File: src/logic/execSettings_settings.svh
`ifndef EXEC_SETTINGS_SVH
`define EXEC_SETTINGS_SVH

// datapath and instruction info widths
`define EXEC_DATA_W 64
`define EXEC_ADDR_W 40
`define EXEC_IMM_W 32

// architectural registers
`define EXEC_REG_COUNT 31
`define EXEC_REG_IDX_W 5
`define EXEC_IMM_CODE 31  // operand code selecting the immediate

// one quotient bit per step
`define EXEC_DIV_STEPS `EXEC_DATA_W

`endif

File: src/logic/execPkg.sv
`default_nettype none
`include "execSettings_settings.svh"

package execPkg;

    typedef enum logic [2:0] {
        opNone = 3'd0,
        opAlu  = 3'd1,
        opDiv  = 3'd2
    } opType_e;

    typedef enum logic [3:0] {
        aluAdd        = 4'd0,
        aluSub        = 4'd1,
        aluAnd        = 4'd2,
        aluOr         = 4'd3,
        aluXor        = 4'd4,
        aluNot        = 4'd5,
        aluShl        = 4'd6,
        aluShrLogic   = 4'd7,
        aluShrArith   = 4'd8,
        aluLtSigned   = 4'd9,
        aluLtUnsigned = 4'd10,
        aluEqual      = 4'd11
    } aluFunc_e;

    typedef enum logic [3:0] {
        divQuotient  = 4'd0,
        divRemainder = 4'd1
    } divFunc_e;

    // one select word, read by whichever unit the op type names
    typedef union packed {
        aluFunc_e alu;
        divFunc_e div;
    } funcSel_u;

    typedef enum logic [3:0] {
        abNone          = 4'd0,
        abDecodeError   = 4'd1,
        abDivisionError = 4'd2
    } abnormal_e;

    typedef struct packed {
        logic                    isValid;
        logic [`EXEC_ADDR_W-1:0] orderAddress;
        logic [31:0]             orderCode;
        logic                    isHaveAbnormal;
        abnormal_e               abnormalCode;
    } primaryInfo_t;

    typedef struct packed {
        logic                       isValid;
        opType_e                    opType;
        funcSel_u                   funcSel;
        logic [`EXEC_REG_IDX_W-1:0] operA;
        logic [`EXEC_REG_IDX_W-1:0] operB;
        logic [`EXEC_IMM_W-1:0]     operImme;
    } operInfo_t;

    typedef logic [`EXEC_REG_COUNT-1:0][`EXEC_DATA_W-1:0] regFile_t;

endpackage

`default_nettype wire

File: src/logic/intAlu.sv
`timescale 1ns/1ps
`default_nettype none
`include "execSettings_settings.svh"

module intAlu (
    input  wire [`EXEC_DATA_W-1:0] numA,
    input  wire [`EXEC_DATA_W-1:0] numB,
    input  wire execPkg::aluFunc_e func,
    output logic [`EXEC_DATA_W-1:0] result,
    output logic                    error
);
    import execPkg::*;

    localparam int w = `EXEC_DATA_W;
    localparam int shiftW = $clog2(w);

    logic [shiftW-1:0] shAmt;
    logic              ltSigned;
    logic              ltUnsigned;
    logic              isEqual;

    assign shAmt = numB[shiftW-1:0];  // low bits only

    assign ltSigned = $signed(numA) < $signed(numB);
    assign ltUnsigned = numA < numB;
    assign isEqual = numA == numB;

    always_comb begin
        result = '0;
        error = 1'b0;
        case (func)
            aluAdd: begin
                result = numA + numB;
            end
            aluSub: begin
                result = numA - numB;
            end
            aluAnd: begin
                result = numA & numB;
            end
            aluOr: begin
                result = numA | numB;
            end
            aluXor: begin
                result = numA ^ numB;
            end
            aluNot: begin
                result = ~numA;  // B ignored
            end
            aluShl: begin
                result = numA << shAmt;
            end
            aluShrLogic: begin
                result = numA >> shAmt;
            end
            aluShrArith: begin
                result = $signed(numA) >>> shAmt;
            end
            // compares land in bit zero
            aluLtSigned: begin
                result = w'(ltSigned);
            end
            aluLtUnsigned: begin
                result = w'(ltUnsigned);
            end
            aluEqual: begin
                result = w'(isEqual);
            end
            default: begin
                error = 1'b1;
            end
        endcase
    end

endmodule

`default_nettype wire

File: config.mk
export PLATFORM = sky130hd
export DESIGN_NAME = intAlu
export DESIGN_NICKNAME = d
export VERILOG_FILES = /design/src/logic/execPkg.sv /design/src/logic/intAlu.sv
export VERILOG_INCLUDE_DIRS = /design/src /design/src/logic
export SDC_FILE = /design/constraint.sdc
export NUM_CORES = 1
export LEC_CHECK = 0
export BUFFER_PORTS_ARGS = -buffer_cell sky130_fd_sc_hd__buf_2
export CAP_MARGIN = 25
export CELL_PAD_IN_SITES_DETAIL_PLACEMENT = 1
export CELL_PAD_IN_SITES_GLOBAL_PLACEMENT = 2
export CORE_MARGIN = 2
export CORE_UTILIZATION = 30
export DETAILED_ROUTE_END_ITERATION = 8
export PLACE_DENSITY_LB_ADDON = 0.1
export SLEW_MARGIN = 0
export SYNTH_ARGS = -nofsm -noshare
export SYNTH_HDL_FRONTEND = slang
export SYNTH_SLANG_ARGS = --single-unit
File: constraint.sdc
create_clock -name vclk -period 4.3
set_clock_uncertainty 0.2 [all_clocks]
set_input_delay 0 -clock vclk [all_inputs]
set_output_delay 0 -clock vclk [all_outputs]
set_load 0.02 [all_outputs]
==> out/results.ini <==
[min_path]
hold_depth=3
hold_class=primary input to output port

[sta]
max_freq_mhz=236
finalSetupViolations=0
slew_headroom_pct=14.3
finalHoldViolCount=0
finalMaxSlewViolations=0
fin_crit_sh_pct=98.6
grt_setup_unrepaired=false
tightest_slew_ns=1.29
fin_crit_ns=4.24
setup_ws_ns=0.0619
holdWs_ns=0.282

[critical_path]
cp.required_ns=4.10
cp.arrival_ns=4.04
worstSetupEndpointType=output port
setup.worst_path.end=result[56]
start_kind=primary input
crit_start=numB[0]
cp_max_fo=61
crit_type=primary input to output port

[yosys]
synth.distinct_cells=98
synth_area_per_cell_um2=6.42
synth_area_um2=20000
synthCells=3120
synth_nets=3454
ys_seq_area_share_pct=0
yosysWarnings=0

[drt]
ant_nets=0
route.vias.total=28099
totalWireLength_um=144000
vias_per_cell=6.68
avgRoutedWirePerCell_um=34.2
first_pass_iters=5
drc_errors=0
drt_iter0_drc=3502

[floorplan]
rows=94
core_area_um2=65900
die-height_um=262
start_util_pct=30.4
top_level_ports=197
die_w_um=262
dieArea_um2=68800

[finish]
most-common-layout-cells=425 x nor2_1, 346 x a21oi_1, 275 x nand2_1, 263 x buf_4, 259 x o21ai_0
final_common_cell=nor2_1
drive_above_1_share_pct=19.2
clock_buffers=0
post-route-cell-area_um2=23400
area_delta_synth_final_pct=17.1
nets=3676
ff_latch_area_um2=0
seq_cell_count=0
num-fill-cells=8550

[global_routing]
grt-ovfl-total=0
grt_pass1_vias=27527
use_met3_pct=8.26
track_usage_pct=39.6
gr-usage-met2_pct=58.6
busiest_layer=met2
grt_pass1_wl_um=203000
grt_antenna_before_repair=10
grt_use_met1_pct=57.5
grt_max_degree=144

[placed_design]
dpl_cell_area_um2=23400
place.gp.congestion=1.02
port_buffers=197
hpwlAfterDp_um=117000
pre_cts_ws_ns=-0.0704

[status]
outcome=finished clean

[flow_run]
cap_violations=0

==> through the flow <==
stage	util [%]	TNS, ns	std cells
floorplan	-	0	3120
global placement	35.5	-0.0966	4202
detailed placement	35.5	-0.102	4203
CTS	35.5	0	4203
global route	35.6	0	4204
finish	35.6	0	4207
==> per-layer routing <==
layer	up-vias	wire length, µm
met4	10	4770
met3	212	14600
met1	14183	64100
met5	-	64
li1	12065	-
met2	1629	60300
==> how the worst min path moves through the flow <==
stage / from / end / slack, ns
2_1_floorplan: numA[23] / result[23] / 0.09
3_3_place_gp: numB[5] / result[14] / 0.27
3_5_place_dp: numB[5] / result[14] / 0.27
4_1_cts: numB[5] / result[14] / 0.28
5_1_grt: numB[5] / result[14] / 0.31
6_report: numB[5] / result[14] / 0.28
==> critical path: stages <==
cell and delay [ns]:
clkbuf_8 0.12, buf_12 0.29, buf_12 0.36, mux4_2 0.61, mux2_2 0.31, o21ai_0 0.38, nor2_1 0.07, o21ai_0 0.47
buf_4 0.24, a21oi_1 0.07, a221oi_1 0.42, buf_4 0.25, nand3_1 0.10, a2bb2oi_2 0.14, buf_2 0.16
==> repair_timing <==
| action | 4_1_cts | 5_1_grt |
|---|---|---|
| setup buffers | 0 | 1 |
| setup endpoints to repair | 2 | 18 |
| gates resized for setup | 2 | 11 |
| hold buffers | 0 | 0 |
| pin swaps | 1 | 1 |
| cloned | 0 | 0 |
| endpoints found under the hold margin | 0 | 0 |
==> synth_stat cells, types with 16 or more instances <==
library cell	count	area [µm²]
nor4_1	28	175
o221ai_1	30	263
nand3_1	56	280
clkbuf_1	151	567
buf_1	49	184
ha_1	200	2500
a211oi_1	44	330
a221oi_1	43	377
a21oi_1	350	1750
a2111oi_0	18	158
nand2b_1	18	113
a22oi_1	25	188
o211ai_1	53	398
mux2_2	29	327
a221o_1	19	190
nand4_1	41	257
o21ai_0	262	1310
nand2_1	278	1040
nor3_1	66	330
and2_1	16	100
mux2i_1	123	1230
o22ai_1	74	463
xnor2_1	18	158
inv_1	193	724
nor2b_1	27	169
a211o_1	18	158
nor2_1	426	1600
o31ai_1	32	240
o21bai_1	32	240
or3_1	19	119
mux4_2	72	1620
buf_2	40	200
a31oi_1	19	119
o21a_1	22	165
a21o_1	30	225
==> cell families after synthesis <==
kind of cell,synth area share (%)
compound gates,38.7
simple gates,22.8
buf+inv,9.01
mux,15.9
fa+ha+maj,12.7
xor+xnor,0.875
==> cell type report <==
| cell class | count | area (µm²) | share of cell area (%) |
|---|---|---|---|
| Multi-Input combinational cell | 2667 | 18300 | 78.2 |
| Antenna cell | 3 | 7.51 | 0.0320 |
| Tap cell | 864 | 1080 | 4.61 |
| Inverter | 201 | 758 | 3.23 |
| Timing Repair Buffer | 472 | 3270 | 13.9 |
