==> config.mk <==
export PLATFORM = sky130hd
export DESIGN_NAME = serialDivider
export DESIGN_NICKNAME = d
export VERILOG_FILES = /design/src/logic/execPkg.sv /design/src/logic/serialDivider.sv
export VERILOG_INCLUDE_DIRS = /design/src /design/src/logic
export SDC_FILE = /design/constraint.sdc
export NUM_CORES = 1
export LEC_CHECK = 0
export BUFFER_PORTS_ARGS = -buffer_cell sky130_fd_sc_hd__buf_2
export CAP_MARGIN = 5
export CORE_MARGIN = 2
export CORE_UTILIZATION = 39
export CTS_CLUSTER_DIAMETER = 40
export DETAILED_ROUTE_END_ITERATION = 8
export SYNTH_ARGS = -nofsm -noshare
export SYNTH_HDL_FRONTEND = slang
export SYNTH_SLANG_ARGS = --single-unit
==> constraint.sdc <==
create_clock -name clk -period 3.83 [get_ports clk]
set_input_delay 0.1915 -clock clk [delete_from_list [all_inputs] [get_ports clk]]
set_output_delay 0.1915 -clock clk [all_outputs]
set_load 0.05 [all_outputs]
==> src/logic/execSettings_settings.svh <==
`ifndef EXEC_SETTINGS_SVH
`define EXEC_SETTINGS_SVH

// datapath and instruction info widths
`define EXEC_DATA_W 64
`define EXEC_ADDR_W 40
`define EXEC_IMM_W 32

// architectural registers
`define EXEC_REG_COUNT 31
`define EXEC_REG_IDX_W 5
`define EXEC_IMM_CODE 31  // operand code selecting the immediate

// one quotient bit per step
`define EXEC_DIV_STEPS `EXEC_DATA_W

`endif

==> src/logic/execPkg.sv <==
`default_nettype none
`include "execSettings_settings.svh"

package execPkg;

    typedef enum logic [2:0] {
        opNone = 3'd0,
        opAlu  = 3'd1,
        opDiv  = 3'd2
    } opType_e;

    typedef enum logic [3:0] {
        aluAdd        = 4'd0,
        aluSub        = 4'd1,
        aluAnd        = 4'd2,
        aluOr         = 4'd3,
        aluXor        = 4'd4,
        aluNot        = 4'd5,
        aluShl        = 4'd6,
        aluShrLogic   = 4'd7,
        aluShrArith   = 4'd8,
        aluLtSigned   = 4'd9,
        aluLtUnsigned = 4'd10,
        aluEqual      = 4'd11
    } aluFunc_e;

    typedef enum logic [3:0] {
        divQuotient  = 4'd0,
        divRemainder = 4'd1
    } divFunc_e;

    // one select word, read by whichever unit the op type names
    typedef union packed {
        aluFunc_e alu;
        divFunc_e div;
    } funcSel_u;

    typedef enum logic [3:0] {
        abNone          = 4'd0,
        abDecodeError   = 4'd1,
        abDivisionError = 4'd2
    } abnormal_e;

    typedef struct packed {
        logic                    isValid;
        logic [`EXEC_ADDR_W-1:0] orderAddress;
        logic [31:0]             orderCode;
        logic                    isHaveAbnormal;
        abnormal_e               abnormalCode;
    } primaryInfo_t;

    typedef struct packed {
        logic                       isValid;
        opType_e                    opType;
        funcSel_u                   funcSel;
        logic [`EXEC_REG_IDX_W-1:0] operA;
        logic [`EXEC_REG_IDX_W-1:0] operB;
        logic [`EXEC_IMM_W-1:0]     operImme;
    } operInfo_t;

    typedef logic [`EXEC_REG_COUNT-1:0][`EXEC_DATA_W-1:0] regFile_t;

endpackage

`default_nettype wire

==> src/logic/serialDivider.sv <==
`timescale 1ns/1ps
`default_nettype none
`include "execSettings_settings.svh"

module serialDivider (
    input  wire                     clk,
    input  wire                     rst,
    input  wire                     clean,
    input  wire                     start,
    input  wire [`EXEC_DATA_W-1:0]  numA,
    input  wire [`EXEC_DATA_W-1:0]  numB,
    input  wire execPkg::divFunc_e  func,
    output logic                    done,
    output logic [`EXEC_DATA_W-1:0] result,
    output logic                    error
);
    import execPkg::*;

    localparam int w = `EXEC_DATA_W;
    localparam int steps = `EXEC_DIV_STEPS;
    localparam int cntW = $clog2(steps + 1);

    logic            busy;
    logic            errFlag;
    logic [cntW-1:0] count;
    logic            stepping;

    logic [w-1:0] quoReg;  // dividend shifts out as quotient shifts in
    logic [w-1:0] remReg;
    logic [w-1:0] divisorReg;
    divFunc_e     funcReg;

    logic [w:0]   shifted;
    logic [w+1:0] diff;

    assign shifted = {remReg, quoReg[w-1]};
    assign diff = {1'b0, shifted} - {2'b00, divisorReg};

    assign stepping = busy && !errFlag && (count != cntW'(steps));
    assign done = busy && (errFlag || count == cntW'(steps));
    assign error = errFlag;
    assign result = errFlag ? '0 : ((funcReg == divRemainder) ? remReg : quoReg);

    always_ff @(posedge clk or negedge rst) begin
        if (!rst) begin
            busy <= 1'b0;
            errFlag <= 1'b0;
            count <= '0;
        end else if (clean) begin
            busy <= 1'b0;
            errFlag <= 1'b0;
            count <= '0;
        end else if (start) begin
            busy <= 1'b1;
            count <= '0;
            // bad divisor or func finishes next cycle
            errFlag <= (numB == '0) || !(func inside {divQuotient, divRemainder});
        end else if (done) begin
            busy <= 1'b0;
        end else if (stepping) begin
            count <= count + 1'b1;
        end
    end

    always_ff @(posedge clk) begin
        if (start) begin
            quoReg <= numA;
            remReg <= '0;
            divisorReg <= numB;
            funcReg <= func;
        end else if (stepping) begin
            if (!diff[w+1]) begin  // no borrow, subtract fits
                remReg <= diff[w-1:0];
                quoReg <= {quoReg[w-2:0], 1'b1};
            end else begin
                remReg <= shifted[w-1:0];
                quoReg <= {quoReg[w-2:0], 1'b0};
            end
        end
    end

    // the stage must hold off new work until done
    startWhileBusy: assert property (@(posedge clk) disable iff (!rst)
        start |-> !busy)
        else $error("divider started while busy");

endmodule

`default_nettype wire

==> qor.txt, run 1 <==
DETAILED ROUTING
------------------------------------------------------------------------------------
Pre-Repair DR Iteration Count                                                      5
Final routed wire length divided by cell count                               18.6 um
Initial detailed-routing violation count                                        1071
Number of nets still failing antenna checks after routing                          0
Total vias in the final route                                                  12000
Number of remaining DRC errors                                                     0
Total routed wirelength                                                     41300 um
Via density                                                                     5.42

TIMING
------------------------------------------------------------------------------------
Actual slew at the worst max-slew pin                                        1.01 ns
Fin Setup TNS                                                                   0 ns
Final Max Tran Viols                                                               0
Minimum period implied by the final worst setup slack                        3.57 ns
RSZ-0062 raised after global routing                                             yes
Share of the clock period used by the worst path after layout                  93.3%
Number of setup violations in the final report                                     0
Max-slew headroom at the worst pin                                             32.3%
Maximum clock frequency                                                      280 MHz
Final hold vios                                                                    0
Maximum clock skew at final layout                                         0.0286 ns

CTS
------------------------------------------------------------------------------------
Buffer type at the clock tree root                                      sky130_fd_sc_hd__clkbuf_16
Buffer levels on the longest clock path                                            3
Clock sinks                                                                      205
H-Tree Depth                                                                       2
CTS tree                                                                         yes
Clock latency on the worst-skew pair                                         0.53 ns
Clock-pin slew on the worst setup and hold paths                             0.06 ns
Number of buffers inserted during clock tree synthesis                            39
Buffers inserted during post-CTS setup optimization                                0

SYNTH
------------------------------------------------------------------------------------
Number of synthesized register bits                                              205
Post-synth ARST share                                                          4.39%
Synth Cell Area                                                           12900 um^2
Most used flip-flop cell after synthesis                                sky130_fd_sc_hd__edfxtp_1
Area leader, netlist                                                    sky130_fd_sc_hd__edfxtp_1
Cell variety after synth                                                          79
Post-synthesis simple-gate area fraction                                       16.8%
Largest family of logic cells by synthesized area                       compound AO/OA/AOI/OAI gates
Area share of the largest cell type after synthesis                            30.6%
Top area cells in the synthesized netlist                               sky130_fd_sc_hd__edfxtp_1, sky130_fd_sc_hd__dfxtp_1, sky130_fd_sc_hd__ha_1, sky130_fd_sc_hd__a21oi_1, sky130_fd_sc_hd__nand2_1
Share of the synthesized area in compound gates (AO/OA/AOI/OAI)                18.4%
Parity-gate share of the synthesized area counting xor and xnor cells          4.26%
Synthesized netlist cell count                                                  1435
Net Count, Synth                                                                1638
Proportion of synthesized chip area in sequential cells                        42.3%
Mux contribution to synthesized area                                           6.51%
Number of enable flip-flop cells after synthesis                                 132
Yosys Warn Count                                                                   0
Synthesized-area fraction occupied by adder cells                              6.54%
Synthesized area per cell                                                  9.02 um^2

FINAL LAYOUT
------------------------------------------------------------------------------------
Net total in the final layout                                                   1944
Proportion of layout cells with a drive suffix above 1                         22.5%
Post-synthesis to final-layout area growth                                     32.3%
Post-layout utilization of the core                                            52.5%
# fillers                                                                       2975
Area taken by flip-flops and latches                                       5470 um^2
Most common cell after layout, fill and taps aside                      sky130_fd_sc_hd__buf_2
Highest-count cells in the layout ignoring fill and taps                sky130_fd_sc_hd__buf_2, sky130_fd_sc_hd__nand2_1, sky130_fd_sc_hd__a21oi_1, sky130_fd_sc_hd__edfxtp_1, sky130_fd_sc_hd__dlygate4sd3_1
Area used by multi-input combinational logic                               6840 um^2

PLACED DESIGN
------------------------------------------------------------------------------------
Hpwl dp                                                                     29700 um
Buffers added on ports                                                           201
Placer's final routability congestion estimate                                 0.907

RUN STATUS
------------------------------------------------------------------------------------
Run status                                                              finished, final reports clean

GLOBAL ROUTE
------------------------------------------------------------------------------------
Total overflow reported by the global router                                       0
Tot GR Track Use                                                               23.0%
First-pass GRT wire length                                                  62100 um
GR met2 Demand/Resource                                                        35.5%
Initial antenna violation count                                                    1
Maximum number of pins on one net before global-route repair                      96
Met1 capacity usage during global routing                                      33.3%
Grt met3 use                                                                   3.19%
Global routing's busiest layer                                                  met2
Vias in the first global route                                                 11200

CRITICAL PATH
------------------------------------------------------------------------------------
Worst setup SP type                                                        flip-flop
Data arrival time of the critical path                                       4.00 ns
CP delay by family, top                                                 compound AO/OA/AOI/OAI gates
Critical path cell sequence                                             inv_1 > ha_1 > o211ai_1 > a211oi_2 > o311ai_2 > o21ai_2 > a31oi_4 > o31ai_4 > a31oi_2 > o21ai_2 > a221oi_2 > nor4_2 > mux2_1 > a211oi_1
Crit path buf inv count                                                            1
Worst Path Required                                                          4.26 ns
Delay contributed by the slowest stage of the critical path                  0.40 ns
WS Path Type                                                                 reg2reg
Endpoint class of the critical path                                        flip-flop
Largest fanout on the critical path                                                4
Most used cell, CP                                                      sky130_fd_sc_hd__o21ai_2
Slowest stage cell, crit path                                           sky130_fd_sc_hd__o311ai_2

FLOORPLANNING
------------------------------------------------------------------------------------
Die Y-Extent                                                                  186 um
Count of boundary I/O pins                                                       202
Die Wd                                                                        186 um
Area of the placeable core                                                32600 um^2
Starting Density                                                               39.7%
Number of rows in the core area                                                   66
Overall die area                                                          34600 um^2

POWER AND IR DROP
------------------------------------------------------------------------------------
Worst-case vdd ir drop                                                    0.000332 V
Leakage power                                                                7.15 nW
Total power per unit cell area                                           479 nW/um^2

WORST HOLD PATH
------------------------------------------------------------------------------------
Class of the tightest hold or removal check                                   in2reg

FLOW RUN
------------------------------------------------------------------------------------
Number of violations of the max-capacitance limit                                  0

==> worst reg2reg max path: stages (launching register included) <==
cell,delay [ns]
sky130_fd_sc_hd__edfxtp_1,0.36
sky130_fd_sc_hd__inv_1,0.07
sky130_fd_sc_hd__ha_1,0.27
sky130_fd_sc_hd__o211ai_1,0.27
sky130_fd_sc_hd__a211oi_2,0.09
sky130_fd_sc_hd__o311ai_2,0.40
sky130_fd_sc_hd__o21ai_2,0.16
sky130_fd_sc_hd__a31oi_4,0.28
sky130_fd_sc_hd__o31ai_4,0.12
sky130_fd_sc_hd__a31oi_2,0.30
sky130_fd_sc_hd__o21ai_2,0.14
sky130_fd_sc_hd__a221oi_2,0.37
sky130_fd_sc_hd__nor4_2,0.10
sky130_fd_sc_hd__mux2_1,0.32
sky130_fd_sc_hd__a211oi_1,0.23
==> cell type report <==
class / count / area share, %
diodes: 1 / 0.0146
clock buffers: 41 / 5.87
clock inverters: 31 / 2.34
inverters: 86 / 1.89
multi-input cells: 1055 / 40.0
flip-flops and latches: 205 / 32.0
well taps: 442 / 3.23
repair buffers: 354 / 14.7
==> sequential cells by signal (all words and copies together) (netlist names) <==
signal and cells:
divisorReg 64, busy 1, funcReg 4, error 1, remReg 64, count 7, quoReg 64
==> timing repair <==
item | in CTS | in global routing
hold endpoints to repair | 133 | 1
setup endpoints to repair | 0 | 16
gates resized for setup | 0 | 6
hold buffers | 124 | 1
==> power by group <==
group	total (mW)	internal, mW	leakage [nW]	switching [mW]
Combinational	1.84	0.678	4.52	1.16
Clock	3.67	2.42	0.676	1.26
Sequential	2.69	2.56	1.95	0.122
Total	8.20	5.66	7.15	2.54
==> routing by layer <==
layer / up-vias / part of all wire (%) / wire length, um
li1: 5792 / - / -
met1: 5695 / 47 / 19300
met2: 438 / 44 / 18400
met3: 81 / 5.9 / 2450
met4: 0 / 2.9 / 1180
met5: - / 0 / 0
==> cells by family (layout without fill, tap and decap cells) <==
| family | Yosys count | count (layout) |
|---|---|---|
| DFF | 205 | 205 |
| AOI/OAI and AO/OA | 369 | 369 |
| adders and majority gates | 67 | 67 |
| buffers and inverters | 175 | 512 |
| muxes | 76 | 76 |
| other | 0 | 1 |
| and+or+nand+nor | 480 | 480 |
| xor gates and xnor gates | 63 | 63 |
==> synth_stat cells, drive strengths merged, types with 45 or more instances <==
cell type / count
nand2: 197
a21oi: 165
edfxtp: 132
nor2: 122
inv: 85
clkbuf: 76
ha: 66
mux2: 65
dfxtp: 64
a211oi: 54
o21ai: 48
nor3: 45
==> metrics by stage <==
stage	power [mW]	std cells	instance area [um^2]	hold WS [ns]	setup slack [ns]
final	8.20	2215	17100	0.00842	0.255
after global routing	8.53	2215	17100	0.00255	-0.0235
after CTS	8.22	2212	17000	0.00314	0.0863
after detailed placement	4.43	2016	14400	0.0586	0.144
after global placement	4.43	2016	14400	0.0566	0.211
after floorplan	3.92	1435	12900	-0.104	0.612
==> worst paths after layout <==
kind	start	end	slack [ns]	depth (start not counted)
min reg2reg	remReg[2]$_SDFFE_PP0P_	remReg[2]$_SDFFE_PP0P_	0.51	2
min	numA[63]	quoReg[63]$_DFFE_PP_	0.008	2
max	divisorReg[2]$_DFFE_PP_	remReg[63]$_SDFFE_PP0P_	0.26	14
max reg2reg	divisorReg[2]$_DFFE_PP_	remReg[63]$_SDFFE_PP0P_	0.26	14
max in group asynchronous	rst	error$_DFFE_PN0P_	3.57	2
min in group asynchronous	rst	error$_DFFE_PN0P_	0.06	2
Power figures use the tool's default switching activity.
==> run 2, diff against run 1 <==
--- a/config.mk
+++ b/config.mk
@@ -6,12 +6,12 @@
 export SDC_FILE = /design/constraint.sdc
 export NUM_CORES = 1
 export LEC_CHECK = 0
-export BUFFER_PORTS_ARGS = -buffer_cell sky130_fd_sc_hd__buf_2
-export CAP_MARGIN = 5
+export CAP_MARGIN = 25
 export CORE_MARGIN = 2
 export CORE_UTILIZATION = 39
 export CTS_CLUSTER_DIAMETER = 40
 export DETAILED_ROUTE_END_ITERATION = 8
+export DONT_BUFFER_PORTS = 1
 export SYNTH_ARGS = -nofsm -noshare
 export SYNTH_HDL_FRONTEND = slang
 export SYNTH_SLANG_ARGS = --single-unit
==> run 2 against run 1 <==
Hold slack better by 0.061 ns. Utilization up 0.13 points. Die area unchanged. Setup slack worse by 0.096 ns. Sequential power about the same. Flip-flop and latch count unchanged. Critical endpoint unchanged. Largest power group unchanged.
==> qor.txt, run 2 (synthesis gave the netlist of run 1 again) <==
RUN STATUS
----------------------------------------------------------------------------
Run status                                                      finished, final reports clean

POWER AND IR DROP
----------------------------------------------------------------------------
Leakage power                                                        6.85 nW   -4.2%
Total power per unit cell area                                   465 nW/um^2   -2.9%
Proportion of power drawn by the clock network                         42.7%   -2.1 points
Combinational power share                                              23.6%   +1.1 points
Cell internal pwr                                                    5.56 mW   -1.7%
Sequential Power Share                                                 33.7%   +1.0 points
Worst-case vdd ir drop                                            0.000242 V   -27%
Net load switching power                                             2.42 mW   -4.7%
Switch share                                                           30.3%   -0.65 points
Power Total                                                          7.98 mW   -2.6%

TIMING
----------------------------------------------------------------------------
Final Max Tran Viols                                                       0   unchanged
Actual slew at the worst max-slew pin                                1.02 ns   +0.0142 ns
Number of setup violations in the final report                             0   unchanged
RSZ-0062 raised after global routing                                     yes
Max-slew headroom at the worst pin                                     31.3%   -0.95 points
Maximum clock frequency                                              272 MHz   -2.6%
Maximum clock skew at final layout                                 0.0269 ns   -0.00169 ns
Minimum period implied by the final worst setup slack                3.67 ns   +0.0958 ns
Final hold vios                                                            0   unchanged
Share of the clock period used by the worst path after layout          95.8%   +2.5 points

CRITICAL PATH
----------------------------------------------------------------------------
Data arrival time of the critical path                               4.09 ns   +0.09 ns
WS Path Type                                                         reg2reg
Largest fanout on the critical path                                        4   unchanged
Endpoint class of the critical path                                flip-flop
Worst setup SP type                                                flip-flop
Worst Path Required                                                  4.25 ns   about the same

FINAL LAYOUT
----------------------------------------------------------------------------
Post-layout utilization of the core                                    52.6%   +0.13 points
Post-synthesis to final-layout area growth                             32.6%
Largest registers                                               divisorReg (64), quoReg (64), remReg (64)
Proportion of layout cells with a drive suffix above 1                 14.6%   -7.9 points
Most common cell after layout, fill and taps aside              sky130_fd_sc_hd__dlygate4sd3_1
Final design instance area without fill                           17200 um^2   +0.26%
Highest-count cells in the layout ignoring fill and taps        sky130_fd_sc_hd__dlygate4sd3_1, sky130_fd_sc_hd__nand2_1, sky130_fd_sc_hd__a21oi_1, sky130_fd_sc_hd__edfxtp_1, sky130_fd_sc_hd__nor2_1
Net total in the final layout                                           1871   -3.8%
Area used by multi-input combinational logic                       6860 um^2   +0.16%
# fillers                                                               2920   -1.8%
Area taken by flip-flops and latches                               5470 um^2   unchanged

DETAILED ROUTING
----------------------------------------------------------------------------
Final routed wire length divided by cell count                       19.4 um   +3.9%
Pre-Repair DR Iteration Count                                              5   unchanged
Total vias in the final route                                          11700   -2.4%
Number of nets still failing antenna checks after routing                  0   unchanged
Total routed wirelength                                             41500 um   +0.56%
Initial detailed-routing violation count                                 911   -15%
Number of remaining DRC errors                                             0   unchanged
Via density                                                             5.47   +0.82%

CTS
----------------------------------------------------------------------------
Buffers inserted during post-CTS setup optimization                        0   unchanged
Clock latency on the worst-skew pair                                 0.52 ns   about the same
Buffer type at the clock tree root                              sky130_fd_sc_hd__clkbuf_16
H-Tree Depth                                                               2   unchanged
Clock-pin slew on the worst setup and hold paths                     0.06 ns   about the same
CTS tree                                                                 yes
Buffer levels on the longest clock path                                    3   unchanged
Number of buffers inserted during clock tree synthesis                    37   -5.1%
Clock sinks                                                              205   unchanged

GLOBAL ROUTE
----------------------------------------------------------------------------
Tot GR Track Use                                                       23.7%   +0.65 points
Initial antenna violation count                                            3   +2
Maximum number of pins on one net before global-route repair             127   +32%
First-pass GRT wire length                                          63900 um   +2.9%
Vias in the first global route                                         11500   +3.0%
Total overflow reported by the global router                               0   unchanged

FLOORPLANNING
----------------------------------------------------------------------------
Area of the placeable core                                        32600 um^2   unchanged
Overall die area                                                  34600 um^2   unchanged
Die Wd                                                                186 um   unchanged
Die Y-Extent                                                          186 um   unchanged
Starting Density                                                       39.7%   unchanged
Number of rows in the core area                                           66   unchanged
Count of boundary I/O pins                                               202   unchanged

PLACED DESIGN
----------------------------------------------------------------------------
Hpwl dp                                                             28700 um   -3.4%
Buffers added on ports                                                     0   -100%
Placer's final routability congestion estimate                         0.918   +1.2%
Area after DPL                                                    13800 um^2   -4.2%

FLOW RUN
----------------------------------------------------------------------------
Number of violations of the max-capacitance limit                          0   unchanged

WORST HOLD PATH
----------------------------------------------------------------------------
Class of the tightest hold or removal check                         in2async

run 2: worst paths after layout:
| path | end | slack [ns] | cells past startpoint | start |
|---|---|---|---|---|
| setup / recovery | remReg[63]$_SDFFE_PP0P_ | 0.16 | 14 | divisorReg[4]$_DFFE_PP_ |
| hold / removal | count[6]$_DFFE_PN0P_ | 0.07 | 1 | rst |
| setup reg to reg | remReg[63]$_SDFFE_PP0P_ | 0.16 | 14 | divisorReg[4]$_DFFE_PP_ |
| hold reg to reg | remReg[2]$_SDFFE_PP0P_ | 0.51 | 2 | remReg[2]$_SDFFE_PP0P_ |
| max in group asynchronous | error$_DFFE_PN0P_ | 3.44 | 1 | rst |
| min in group clk | funcReg[3]$_DFFE_PP_ | 0.21 | 1 | start |
run 2: critical path: stages (launching register included):
cell	delay, ns
sky130_fd_sc_hd__edfxtp_1	0.32
sky130_fd_sc_hd__inv_1	0.05
sky130_fd_sc_hd__ha_1	0.33
sky130_fd_sc_hd__o211ai_1	0.16
sky130_fd_sc_hd__a211oi_2	0.34
sky130_fd_sc_hd__o311ai_4	0.16
sky130_fd_sc_hd__o21ai_2	0.23
sky130_fd_sc_hd__a31oi_2	0.18
sky130_fd_sc_hd__o31ai_4	0.36
sky130_fd_sc_hd__a31oi_2	0.21
sky130_fd_sc_hd__o21ai_2	0.24
sky130_fd_sc_hd__a221oi_2	0.11
sky130_fd_sc_hd__nor4_1	0.32
sky130_fd_sc_hd__mux2_1	0.36
sky130_fd_sc_hd__a211oi_1	0.21
run 2: layout make-up:
cell class              instances  area share (%)
inverters                      86            1.88
clock buffers                  44            5.67
multi-input cells            1055            40.0
clock inverters                23            1.82
well taps                     442            3.22
repair buffers                283            15.5
flip-flops and latches        205            31.9
diodes                          6          0.0875
run 2: through the flow:
stage | std cells | worst slack, ns | setup TNS [ns] | hold WS (ns)
2_1_floorplan | 1435 | 0.612 | 0 | -0.104
3_5_place_dp | 1871 | 0.105 | 0 | -0.104
4_1_cts | 2138 | 0.0641 | 0 | 0.0604
6_report | 2144 | 0.159 | 0 | 0.0699
3_3_place_gp | 1871 | 0.193 | 0 | -0.104
5_1_grt | 2141 | -0.0420 | -0.0420 | 0.0812
run 2: timing repair:
action / 4_1_cts / 5_1_grt
resized for setup: 0 / 8
hold endpoints to repair: 275 / 0
setup endpoints to repair: 0 / 38
hold buffers: 200 / 0
run 2: per-layer routing:
metal	global-route usage (%)	wire, um
met1	32.4	18700
met2	36.8	18600
met3	5.04	2880
met4	8.82	1370
met5	0	0
run 2: power by group through the flow:
stage	combinational [mW]	sequential, mW	clock (mW)
5_1_grt	2.04	2.71	3.58
6_report	1.88	2.69	3.41
2_1_floorplan	1.24	2.68	0
4_1_cts	1.86	2.68	3.47
3_5_place_dp	1.61	2.73	0
3_3_place_gp	1.60	2.72	0
